===== config.mk =====
export PLATFORM = sky130hd
export DESIGN_NAME = csi_rx_top
export DESIGN_NICKNAME = d
export VERILOG_FILES = /design/src/common/csi_rx_pkg.sv /design/src/csi_rx/csi_rx_packet_ctrl.sv /design/src/csi_rx/csi_rx_raw10_unpack.sv /design/src/csi_rx/csi_rx_payload_crc.sv /design/src/hw/csi_rx_regs.sv /design/src/hw/csi_rx_top.sv
export SDC_FILE = /design/constraint.sdc
export NUM_CORES = 1
export LEC_CHECK = 0
export BUFFER_PORTS_ARGS = -buffer_cell sky130_fd_sc_hd__buf_2
export CAP_MARGIN = 5
export CORE_ASPECT_RATIO = 0.8
export CORE_MARGIN = 1
export CORE_UTILIZATION = 50
export CTS_CLUSTER_DIAMETER = 40
export CTS_CLUSTER_SIZE = 28
export DETAILED_ROUTE_END_ITERATION = 8
export PLACE_DENSITY_LB_ADDON = 0.12
export SYNTH_ARGS = -nofsm -noshare
export SYNTH_HDL_FRONTEND = slang
export SYNTH_SLANG_ARGS = --single-unit

===== constraint.sdc =====
create_clock -name clk -period 7.95 [get_ports clk]
set_input_delay 1.1925 -clock clk [delete_from_list [all_inputs] [get_ports clk]]
set_output_delay 1.1925 -clock clk [all_outputs]
set_load 0.01 [all_outputs]

===== src/common/csi_rx_pkg.sv =====
// CSI-2 formats are fixed here; the header check byte is a plain XOR and not the real ECC
`default_nettype none

package csi_rx_pkg;

    ////////////////////////////// Widths
    typedef logic [7:0]  byte_t;        // One lane byte
    typedef logic [9:0]  pixel_t;       // One RAW10 pixel
    typedef logic [15:0] word_count_t;  // Payload length in bytes
    typedef logic [5:0]  data_type_t;   // Header data type field
    typedef logic [1:0]  vc_t;          // Virtual channel
    typedef logic [31:0] count_t;       // Status counter, also the AXI data width
    typedef logic [15:0] crc_t;
    typedef logic [4:0]  axi_addr_t;

    ////////////////////////////// Data types
    localparam data_type_t dt_frame_start = 6'h00;
    localparam data_type_t dt_frame_end   = 6'h01;
    localparam data_type_t dt_raw10       = 6'h2B;
    localparam data_type_t dt_short_limit = 6'h10;  // Types below this are short packets

    // CRC-16, polynomial given MSB first, applied LSB first
    localparam crc_t crc_init = 16'hFFFF;
    localparam crc_t crc_poly = 16'h1021;

    ////////////////////////////// Register map
    localparam axi_addr_t reg_ctrl            = 5'h00;  // [0] enable, [2:1] vc select
    localparam axi_addr_t reg_frame_count     = 5'h04;
    localparam axi_addr_t reg_hdr_err_count   = 5'h08;
    localparam axi_addr_t reg_crc_err_count   = 5'h0C;
    localparam axi_addr_t reg_last_word_count = 5'h10;

    // Packet control FSM
    typedef enum logic [2:0] {
        hunt,
        header,
        payload,
        crc_lo,
        crc_hi,
        skip
    } ctrl_state_t;

endpackage

`default_nettype wire


===== src/csi_rx/csi_rx_packet_ctrl.sv =====
// Sync is only looked for in hunt; a long packet with a bad header is still skipped by its count
`default_nettype none
`timescale 1ns/100ps

module csi_rx_packet_ctrl
(
    input  logic                     clk,
    input  logic                     arst_n,
    input  logic                     enable,
    input  csi_rx_pkg::vc_t          vc_sel,
    input  logic                     byte_sync,
    input  logic                     byte_valid,
    input  csi_rx_pkg::byte_t        byte_data,
    output logic                     frame_valid,
    output logic                     line_valid,
    output logic                     pix_byte_valid,
    output logic                     line_start,
    output csi_rx_pkg::byte_t        pix_byte,
    output logic                     crc_start,
    output logic                     crc_byte_valid,
    output logic                     crc_footer_lo_valid,
    output logic                     crc_footer_hi_valid,
    output csi_rx_pkg::byte_t        crc_byte,
    output logic                     frame_end_pulse,
    output logic                     hdr_err_pulse,
    output csi_rx_pkg::word_count_t  word_count,
    output logic                     word_count_valid
);

csi_rx_pkg::ctrl_state_t  state;
logic [1:0]               hdr_idx;   // Next header byte
logic [16:0]              remain;    // Bytes left in payload or skip
csi_rx_pkg::byte_t        hdr0;      // VC and data type byte
csi_rx_pkg::word_count_t  wc_q;
csi_rx_pkg::data_type_t   hdr_dt;
csi_rx_pkg::vc_t          hdr_vc;
logic                     hdr_done;
logic                     hdr_ok;
logic                     accept;
logic                     is_long;

////////////////////////////// Header decode
assign hdr_dt   = hdr0[5:0];
assign hdr_vc   = hdr0[7:6];
assign hdr_done = byte_valid && (state == csi_rx_pkg::header) && (hdr_idx == 2'd3);
assign hdr_ok   = (byte_data == (hdr0 ^ wc_q[7:0] ^ wc_q[15:8]));  // Stand-in for ECC
assign accept   = hdr_ok && enable && (hdr_vc == vc_sel);
assign is_long  = (hdr_dt >= csi_rx_pkg::dt_short_limit);

// Steering to the datapaths, same cycle as the byte
assign crc_start           = hdr_done && accept && is_long;
assign line_start          = crc_start && (hdr_dt == csi_rx_pkg::dt_raw10);
assign crc_byte_valid      = byte_valid && (state == csi_rx_pkg::payload);
assign pix_byte_valid      = crc_byte_valid && line_valid;  // RAW10 lines only
assign crc_footer_lo_valid = byte_valid && (state == csi_rx_pkg::crc_lo);
assign crc_footer_hi_valid = byte_valid && (state == csi_rx_pkg::crc_hi);
assign crc_byte            = byte_data;
assign pix_byte            = byte_data;
assign word_count          = wc_q;

// Header byte capture
always_ff @(posedge clk)
begin
    if (byte_valid && state == csi_rx_pkg::hunt && byte_sync)
        hdr0 <= byte_data;
    if (byte_valid && state == csi_rx_pkg::header)
    begin
        if (hdr_idx == 2'd1)
            wc_q[7:0] <= byte_data;    // WC LSB first
        if (hdr_idx == 2'd2)
            wc_q[15:8] <= byte_data;
    end
end

////////////////////////////// Control FSM
always_ff @(posedge clk or negedge arst_n)
begin
    if (!arst_n)
    begin
        state            <= csi_rx_pkg::hunt;
        hdr_idx          <= 2'd0;
        remain           <= '0;
        frame_valid      <= 1'b0;
        line_valid       <= 1'b0;
        frame_end_pulse  <= 1'b0;
        hdr_err_pulse    <= 1'b0;
        word_count_valid <= 1'b0;
    end
    else
    begin
        frame_end_pulse  <= 1'b0;
        hdr_err_pulse    <= 1'b0;
        word_count_valid <= 1'b0;
        if (byte_valid)
        begin
            case (state)
                csi_rx_pkg::hunt:
                    if (byte_sync)
                    begin
                        state   <= csi_rx_pkg::header;
                        hdr_idx <= 2'd1;
                    end
                csi_rx_pkg::header:
                    if (hdr_idx != 2'd3)
                        hdr_idx <= hdr_idx + 2'd1;
                    else
                    begin
                        hdr_err_pulse <= !hdr_ok && enable;
                        if (!is_long)
                        begin
                            // Short packet, frame markers only
                            if (accept && hdr_dt == csi_rx_pkg::dt_frame_start)
                                frame_valid <= 1'b1;
                            if (accept && hdr_dt == csi_rx_pkg::dt_frame_end)
                            begin
                                frame_valid     <= 1'b0;
                                frame_end_pulse <= 1'b1;
                            end
                            state <= csi_rx_pkg::hunt;
                        end
                        else if (accept)
                        begin
                            word_count_valid <= 1'b1;
                            line_valid       <= (hdr_dt == csi_rx_pkg::dt_raw10);
                            remain           <= {1'b0, wc_q};
                            state            <= (wc_q == '0) ? csi_rx_pkg::crc_lo
                                                             : csi_rx_pkg::payload;
                        end
                        else
                        begin
                            remain <= {1'b0, wc_q} + 17'd2;  // Payload plus footer
                            state  <= csi_rx_pkg::skip;
                        end
                    end
                csi_rx_pkg::payload:
                begin
                    remain <= remain - 17'd1;
                    if (remain == 17'd1)
                        state <= csi_rx_pkg::crc_lo;
                end
                csi_rx_pkg::crc_lo:
                    state <= csi_rx_pkg::crc_hi;
                csi_rx_pkg::crc_hi:
                begin
                    line_valid <= 1'b0;  // Line ends with the footer
                    state      <= csi_rx_pkg::hunt;
                end
                csi_rx_pkg::skip:
                begin
                    remain <= remain - 17'd1;
                    if (remain == 17'd1)
                        state <= csi_rx_pkg::hunt;
                end
                default:
                    state <= csi_rx_pkg::hunt;
            endcase
        end
    end
end

endmodule

`default_nettype wire


===== src/csi_rx/csi_rx_raw10_unpack.sv =====
// Five bytes make four pixels; a partial group at line end is dropped, no back-pressure
`default_nettype none
`timescale 1ns/100ps

module csi_rx_raw10_unpack
(
    input  logic                     clk,
    input  logic                     arst_n,
    input  logic                     line_start,
    input  logic                     pix_byte_valid,
    input  csi_rx_pkg::byte_t        pix_byte,
    output logic                     pixel_valid,
    output csi_rx_pkg::pixel_t [0:3] pixels    // Pixel 0 first
);

logic [2:0]         grp_cnt;   // Bytes held in current group
csi_rx_pkg::byte_t  msb [0:3];

////////////////////////////// Group counter
always_ff @(posedge clk or negedge arst_n)
begin
    if (!arst_n)
    begin
        grp_cnt     <= 3'd0;
        pixel_valid <= 1'b0;
    end
    else
    begin
        pixel_valid <= 1'b0;
        if (line_start)
            grp_cnt <= 3'd0;
        else if (pix_byte_valid)
        begin
            if (grp_cnt == 3'd4)
            begin
                grp_cnt     <= 3'd0;
                pixel_valid <= 1'b1;  // One cycle after fifth byte
            end
            else
                grp_cnt <= grp_cnt + 3'd1;
        end
    end
end

// MSB bytes, then the LSB byte completes the group
always_ff @(posedge clk)
begin
    if (pix_byte_valid && grp_cnt != 3'd4)
        msb[grp_cnt[1:0]] <= pix_byte;
    if (pix_byte_valid && grp_cnt == 3'd4)
    begin
        for (int i = 0; i < 4; i++)
        begin
            pixels[i] <= {msb[i], pix_byte[2*i +: 2]};
        end
    end
end

endmodule

`default_nettype wire


===== src/csi_rx/csi_rx_payload_crc.sv =====
// CRC-16 over payload bytes only, seed 0xFFFF, no final XOR, footer sent LSB byte first
`default_nettype none
`timescale 1ns/100ps

module csi_rx_payload_crc
(
    input  logic               clk,
    input  logic               arst_n,
    input  logic               crc_start,
    input  logic               crc_byte_valid,
    input  logic               crc_footer_lo_valid,
    input  logic               crc_footer_hi_valid,
    input  csi_rx_pkg::byte_t  crc_byte,
    output logic               crc_err_pulse
);

csi_rx_pkg::crc_t   crc_q;
csi_rx_pkg::byte_t  footer_lo;

// One byte, bit 0 first, reflected polynomial
function automatic csi_rx_pkg::crc_t crc_next(csi_rx_pkg::crc_t crc, csi_rx_pkg::byte_t d);
    csi_rx_pkg::crc_t poly_r;
    csi_rx_pkg::crc_t c;
    for (int i = 0; i < 16; i++)
    begin
        poly_r[i] = csi_rx_pkg::crc_poly[15-i];
    end
    c = crc;
    for (int i = 0; i < 8; i++)
    begin
        if (c[0] ^ d[i])
            c = (c >> 1) ^ poly_r;
        else
            c = c >> 1;
    end
    return c;
endfunction

always_ff @(posedge clk)
begin
    if (crc_start)
        crc_q <= csi_rx_pkg::crc_init;    // Seed at header
    else if (crc_byte_valid)
        crc_q <= crc_next(crc_q, crc_byte);
    if (crc_footer_lo_valid)
        footer_lo <= crc_byte;
end

////////////////////////////// Compare at second footer byte
always_ff @(posedge clk or negedge arst_n)
begin
    if (!arst_n)
        crc_err_pulse <= 1'b0;
    else
        crc_err_pulse <= crc_footer_hi_valid && ({crc_byte, footer_lo} != crc_q);
end

endmodule

`default_nettype wire


===== src/hw/csi_rx_regs.sv =====
// AXI4-Lite slave, one access at a time, responses always OKAY, only reg_ctrl is writable
`default_nettype none
`timescale 1ns/100ps

module csi_rx_regs
(
    input  logic                     clk,
    input  logic                     arst_n,
    input  csi_rx_pkg::axi_addr_t    awaddr,
    input  logic                     awvalid,
    output logic                     awready,
    input  logic [31:0]              wdata,
    input  logic                     wvalid,
    output logic                     wready,
    output logic                     bvalid,
    input  logic                     bready,
    input  csi_rx_pkg::axi_addr_t    araddr,
    input  logic                     arvalid,
    output logic                     arready,
    output csi_rx_pkg::count_t       rdata,
    output logic                     rvalid,
    input  logic                     rready,
    input  logic                     frame_end_pulse,
    input  logic                     hdr_err_pulse,
    input  logic                     crc_err_pulse,
    input  csi_rx_pkg::word_count_t  word_count,
    input  logic                     word_count_valid,
    output logic                     enable,
    output csi_rx_pkg::vc_t          vc_sel
);

logic [2:0]               ctrl_q;        // vc_sel, enable
csi_rx_pkg::count_t       frame_count;
csi_rx_pkg::count_t       hdr_err_count;
csi_rx_pkg::count_t       crc_err_count;
csi_rx_pkg::word_count_t  last_wc;
csi_rx_pkg::count_t       rd_mux;
logic                     wr_fire;
logic                     rd_fire;

// Saturating increment
function automatic csi_rx_pkg::count_t sat_inc(csi_rx_pkg::count_t c, logic p);
    return (p && c != '1) ? c + 32'd1 : c;
endfunction

assign enable  = ctrl_q[0];
assign vc_sel  = ctrl_q[2:1];
assign wr_fire = awready && awvalid && wvalid;
assign rd_fire = arready && arvalid;

////////////////////////////// Handshakes and registers
always_ff @(posedge clk or negedge arst_n)
begin
    if (!arst_n)
    begin
        awready       <= 1'b0;
        wready        <= 1'b0;
        bvalid        <= 1'b0;
        arready       <= 1'b0;
        rvalid        <= 1'b0;
        ctrl_q        <= 3'd0;
        frame_count   <= '0;
        hdr_err_count <= '0;
        crc_err_count <= '0;
        last_wc       <= '0;
    end
    else
    begin
        // Address and data taken together, one cycle pulse
        awready <= awvalid && wvalid && !bvalid && !awready;
        wready  <= awvalid && wvalid && !bvalid && !awready;
        if (wr_fire)
            bvalid <= 1'b1;
        else if (bvalid && bready)
            bvalid <= 1'b0;
        if (wr_fire && awaddr == csi_rx_pkg::reg_ctrl)
            ctrl_q <= wdata[2:0];

        arready <= arvalid && !rvalid && !arready;
        if (rd_fire)
            rvalid <= 1'b1;
        else if (rvalid && rready)
            rvalid <= 1'b0;  // rdata held until here

        frame_count   <= sat_inc(frame_count, frame_end_pulse);
        hdr_err_count <= sat_inc(hdr_err_count, hdr_err_pulse);
        crc_err_count <= sat_inc(crc_err_count, crc_err_pulse);
        if (word_count_valid)
            last_wc <= word_count;
    end
end

// Read mux, unused offsets give zero
always_comb
begin
    case (araddr)
        csi_rx_pkg::reg_ctrl:            rd_mux = {29'd0, ctrl_q};
        csi_rx_pkg::reg_frame_count:     rd_mux = frame_count;
        csi_rx_pkg::reg_hdr_err_count:   rd_mux = hdr_err_count;
        csi_rx_pkg::reg_crc_err_count:   rd_mux = crc_err_count;
        csi_rx_pkg::reg_last_word_count: rd_mux = {16'd0, last_wc};
        default:                         rd_mux = '0;
    endcase
end

always_ff @(posedge clk)
begin
    if (rd_fire)
        rdata <= rd_mux;
end

endmodule

`default_nettype wire


===== src/hw/csi_rx_top.sv =====
// Single lane, single clock; pixel outputs have no back-pressure since the PHY cannot stall
`default_nettype none
`timescale 1ns/100ps

module csi_rx_top
(
    input  logic                     clk,
    input  logic                     arst_n,
    // Byte side from D-PHY
    input  logic                     byte_sync,
    input  logic                     byte_valid,
    input  csi_rx_pkg::byte_t        byte_data,
    // AXI4-Lite
    input  csi_rx_pkg::axi_addr_t    awaddr,
    input  logic                     awvalid,
    output logic                     awready,
    input  logic [31:0]              wdata,
    input  logic                     wvalid,
    output logic                     wready,
    output logic                     bvalid,
    input  logic                     bready,
    input  csi_rx_pkg::axi_addr_t    araddr,
    input  logic                     arvalid,
    output logic                     arready,
    output csi_rx_pkg::count_t       rdata,
    output logic                     rvalid,
    input  logic                     rready,
    // Video out
    output logic                     frame_valid,
    output logic                     line_valid,
    output logic                     pixel_valid,
    output csi_rx_pkg::pixel_t [0:3] pixels
);

logic                     enable;
csi_rx_pkg::vc_t          vc_sel;
logic                     pix_byte_valid;
logic                     line_start;
csi_rx_pkg::byte_t        pix_byte;
logic                     crc_start;
logic                     crc_byte_valid;
logic                     crc_footer_lo_valid;
logic                     crc_footer_hi_valid;
csi_rx_pkg::byte_t        crc_byte;
logic                     frame_end_pulse;
logic                     hdr_err_pulse;
logic                     crc_err_pulse;
csi_rx_pkg::word_count_t  word_count;
logic                     word_count_valid;

////////////////////////////// Packet parsing
csi_rx_packet_ctrl inst_packet_ctrl
(
    .clk                 (clk),
    .arst_n              (arst_n),
    .enable              (enable),
    .vc_sel              (vc_sel),
    .byte_sync           (byte_sync),
    .byte_valid          (byte_valid),
    .byte_data           (byte_data),
    .frame_valid         (frame_valid),
    .line_valid          (line_valid),
    .pix_byte_valid      (pix_byte_valid),
    .line_start          (line_start),
    .pix_byte            (pix_byte),
    .crc_start           (crc_start),
    .crc_byte_valid      (crc_byte_valid),
    .crc_footer_lo_valid (crc_footer_lo_valid),
    .crc_footer_hi_valid (crc_footer_hi_valid),
    .crc_byte            (crc_byte),
    .frame_end_pulse     (frame_end_pulse),
    .hdr_err_pulse       (hdr_err_pulse),
    .word_count          (word_count),
    .word_count_valid    (word_count_valid)
);

csi_rx_raw10_unpack inst_raw10_unpack
(
    .clk            (clk),
    .arst_n         (arst_n),
    .line_start     (line_start),
    .pix_byte_valid (pix_byte_valid),
    .pix_byte       (pix_byte),
    .pixel_valid    (pixel_valid),
    .pixels         (pixels)
);

csi_rx_payload_crc inst_payload_crc
(
    .clk                 (clk),
    .arst_n              (arst_n),
    .crc_start           (crc_start),
    .crc_byte_valid      (crc_byte_valid),
    .crc_footer_lo_valid (crc_footer_lo_valid),
    .crc_footer_hi_valid (crc_footer_hi_valid),
    .crc_byte            (crc_byte),
    .crc_err_pulse       (crc_err_pulse)
);

////////////////////////////// Registers
csi_rx_regs inst_regs
(
    .clk              (clk),
    .arst_n           (arst_n),
    .awaddr           (awaddr),
    .awvalid          (awvalid),
    .awready          (awready),
    .wdata            (wdata),
    .wvalid           (wvalid),
    .wready           (wready),
    .bvalid           (bvalid),
    .bready           (bready),
    .araddr           (araddr),
    .arvalid          (arvalid),
    .arready          (arready),
    .rdata            (rdata),
    .rvalid           (rvalid),
    .rready           (rready),
    .frame_end_pulse  (frame_end_pulse),
    .hdr_err_pulse    (hdr_err_pulse),
    .crc_err_pulse    (crc_err_pulse),
    .word_count       (word_count),
    .word_count_valid (word_count_valid),
    .enable           (enable),
    .vc_sel           (vc_sel)
);

endmodule

`default_nettype wire


==> results by group <==
Drt
  • Via count: 9671
  • Vias per cell: 5.78
  • DRT Pass-1 Iters: 6
  • Routed Antenna Nets: 0
  • Routed wire length: 32.3 mm
  • Iter 0 DRT Violations: 1005
  • # DRC: 0
  • Routed length per instance: 19.3 um

STA
  • Period utilization: 45.7%
  • Max-slew headroom: 18.9%
  • Worst Skew: 20.9 ps
  • Final Critical Period: 3640 ps
  • Pin slew with the least headroom to its limit: 1210 ps
  • Max Freq: 0.275 GHz
  • # setup viols final: 0
  • TNS Setup: 0 ps
  • Final Hold Viols: 0
  • Setup repair after global routing missed its margin: no
  • Final WS setup: 4310 ps
  • Slew Viols, Final: 0

Worst setup path
  • Top delay family on crit path: simple AND/OR/NAND/NOR gates
  • Slowest-stage cell, CP: nor2b_1
  • Crit path from: araddr[2]
  • Crit path to: inst_regs.rdata[12]$_DFFE_PP_
  • R2R depth: 6
  • Critical Path Fanout Max: 23
  • Crit path cell chain: buf_2 > nor2b_1 > and2_0 > a222oi_1 > nand2_1
  • CP Depth: 5
  • Worst reg2reg path endpoint: inst_packet_ctrl.frame_valid$_DFFE_PN0P_
  • Number of buffers and inverters on the critical path: 1
  • Largest stage delay on the critical path: 1010 ps
  • Req. time, crit path: 8320 ps
  • Critical path class: in -> reg
  • R2R Setup Slk: 4790 ps
  • Worst Path Arrival: 4010 ps
  • Startpoint type of the worst setup path: input pin
  • R2R Path Start: inst_packet_ctrl.word_count[8]$_DFFE_PP_
  • Worst setup EP type: register

Synthesis
  • Post-synthesis sequential area ratio: 58.8%
  • Register bit total from synthesis: 303
  • Main synth FF type: dfrtp_1
  • Avg Cell Area, Syn: 11.8 sq um
  • Share of Yosys cell area claimed by the top area cell type: 29.4%
  • Mapped Area: 13900 sq um
  • Ys Warns: 0
  • Distinct cells, synth: 77
  • Yosys top cell by area: edfxtp_1
  • Asr flop ratio synth: 49.8%
  • EDFF count, synth: 136
  • Mapped Nets: 1248
  • Synth Instances: 1176
  • Synth area leaders: edfxtp_1 (29%), dfrtp_1 (27%), xnor2_1 (7.4%)

Placement
  • Cell Area, Placed: 14800 sq um
  • GPL Wtd Cong: 0.873
  • Dpl hpwl: 22.1 mm
  • Setup WS pre-CTS: 3950 ps
  • PortBufs: 109

Clock network
  • CTS tree: built
  • Maximum clock path buffer count: 3
  • Clock transition at path regs: 80 ps
  • Cells resized by post-CTS repair: 0
  • Clk root buf: clkbuf_16
  • Cts-stage hold buffer count: 0
  • Post-CTS setup buffer count: 0
  • Clk Latency, worst-skew pair: 520 ps
  • Cts bufs inserted: 35
  • Clk sinks: 303
  • H-tree Lvls: 2

Pwr
  • PwrDens: 248 nW/um^2
  • Tot Pwr: 3950 uW
  • P_leak: 0.00649 uW
  • Peak VDD IR: 0.265 mV

Global routing
  • Vias in the first global route: 8851
  • Pin count of the biggest net entering global routing: 82
  • Antenna violations before repair: 0
  • GRT Util Overall: 23.2%
  • First-pass GRT wire length: 50.9 mm
  • Gr ovfl total: 0

Floorplanning
  • Row count: 54
  • Core ar.: 27300 sq um
  • DIE WIDTH: 188 um
  • Die area: 28500 sq um
  • Top Ports: 139
  • Die Y: 151 um
  • Initial core utilization: 50.9%

Layout
  • Share of post-route cells with drive strength above 1: 17.6%
  • Antenna cells: 0
  • Final instance area: 16000 sq um
  • Final #Nets: 1354
  • Filler cells: 2267
  • Sequential cell area: 8180 sq um
  • Area of the multi-input gates: 5430 sq um
  • Synthesis-to-finish area growth: 14.7%

Status
  • Status: completed

Flow run
  • Maxcap violations: 0

Hold path
  • Worst hold path type: reg -> reg
==> Yosys cell counts, types with 3 or more instances <==
| cell | count |
|---|---|
| a21oi_1 | 21 |
| nand2_1 | 123 |
| a211oi_1 | 4 |
| dfxtp_1 | 16 |
| buf_1 | 4 |
| clkbuf_1 | 28 |
| o21ai_1 | 4 |
| or3_1 | 3 |
| nor4_2 | 4 |
| buf_4 | 6 |
| or4_1 | 6 |
| nand4_1 | 36 |
| xnor2_1 | 117 |
| edfxtp_1 | 136 |
| mux2i_1 | 11 |
| nand3_1 | 61 |
| nor3b_1 | 6 |
| nor3_1 | 22 |
| nor4_1 | 15 |
| xor2_1 | 44 |
| nor2b_1 | 6 |
| a31oi_1 | 10 |
| and4_1 | 12 |
| dfrtp_1 | 151 |
| a22oi_1 | 21 |
| o21ai_0 | 19 |
| nor2_1 | 74 |
| and3_1 | 31 |
| a222oi_1 | 16 |
| ha_1 | 13 |
| and2_1 | 13 |
| buf_2 | 5 |
| inv_1 | 27 |
| o211ai_1 | 17 |
| mux2_2 | 38 |
| nand3b_1 | 3 |
| a311oi_1 | 3 |
==> final cells by class <==
cell class	instances	area share (%)
sequential	303	51.3
multi-input combinational	800	34.0
clock buffer	39	5.85
timing repair buffer	113	3.65
tap	364	2.86
clock inverter	24	1.66
inverter	29	0.682
==> through the flow <==
stage | hold slack, ps | util, % | cells
finish | 406 | 58.4 | 1672
detailed placement | 405 | 54.1 | 1609
CTS | 411 | 58.4 | 1672
global placement | 401 | 54.1 | 1609
floorplan | 400 | - | 1176
global route | 422 | 58.4 | 1672
==> metal layers <==
metal  share of wire (%)  GRT usage (%)  up-vias
li1                    -              -     4513
met1                  50           37.6     4759
met2                  40           31.2      353
met3                 7.9           4.59       46
met4                 1.7           5.60        0
met5                   0              0        -
==> kinds of logic (layout without fill, tap and decap cells) <==
logic type	count (synthesis)	after routing	share of synthesized area, %
flops	303	303	58.8
fa+ha+maj	13	13	1.17
simple gates	438	438	16.5
xor+xnor	161	161	10.1
buf+inv	73	205	2.23
compound gates	138	138	7.18
mux	50	50	3.95
==> report_power, final <==
part	total (uW)	switching [uW]	internal [uW]
clock	1640	692	944
sequential	1830	114	1720
combinational	481	292	189
==> placed cells by master, fill, tap and decap left out, drive strengths merged, types with 31 or more instances in the layout <==
cell type,count
edfxtp,136
nand2,123
nand3,64
xor2,44
buf,113
and3,31
mux2,39
inv,35
clkbuf,39
xnor2,117
dfrtp,151
nor2,74
nand4,36
==> registers in the layout (all words and copies together) (netlist names), 2 cells and up <==
| name | cells |
|---|---|
| inst_packet_ctrl.remain | 17 |
| inst_regs.last_wc | 16 |
| inst_raw10_unpack.pixels | 8 |
| inst_regs.crc_err_count | 32 |
| inst_regs.hdr_err_count | 32 |
| inst_packet_ctrl.hdr0 | 8 |
| inst_packet_ctrl.state | 3 |
| inst_payload_crc.footer_lo | 8 |
| inst_raw10_unpack.msb | 32 |
| inst_regs.ctrl_q | 3 |
| inst_regs.rdata | 32 |
| pixels | 32 |
| inst_packet_ctrl.word_count | 16 |
| inst_payload_crc.crc_q | 16 |
| inst_regs.frame_count | 32 |
| inst_raw10_unpack.grp_cnt | 3 |
| inst_packet_ctrl.hdr_idx | 2 |
==> worst min-delay path by stage <==
stage | cells past startpoint | slack (ps) | endpoint | from
finish | 0 | 410 | pixels[32]$_DFFE_PP_ | inst_raw10_unpack.msb[0][0]$_DFFE_PP_
global placement | 0 | 400 | pixels[4]$_DFFE_PP_ | inst_raw10_unpack.msb[3][2]$_DFFE_PP_
floorplan | 0 | 400 | pixels[12]$_DFFE_PP_ | inst_raw10_unpack.msb[2][0]$_DFFE_PP_
detailed placement | 0 | 400 | pixels[25]$_DFFE_PP_ | inst_raw10_unpack.msb[1][3]$_DFFE_PP_
CTS | 0 | 410 | pixels[32]$_DFFE_PP_ | inst_raw10_unpack.msb[0][0]$_DFFE_PP_
global route | 0 | 420 | pixels[32]$_DFFE_PP_ | inst_raw10_unpack.msb[0][0]$_DFFE_PP_
No activity file was read; power rests on OpenSTA's default activity.
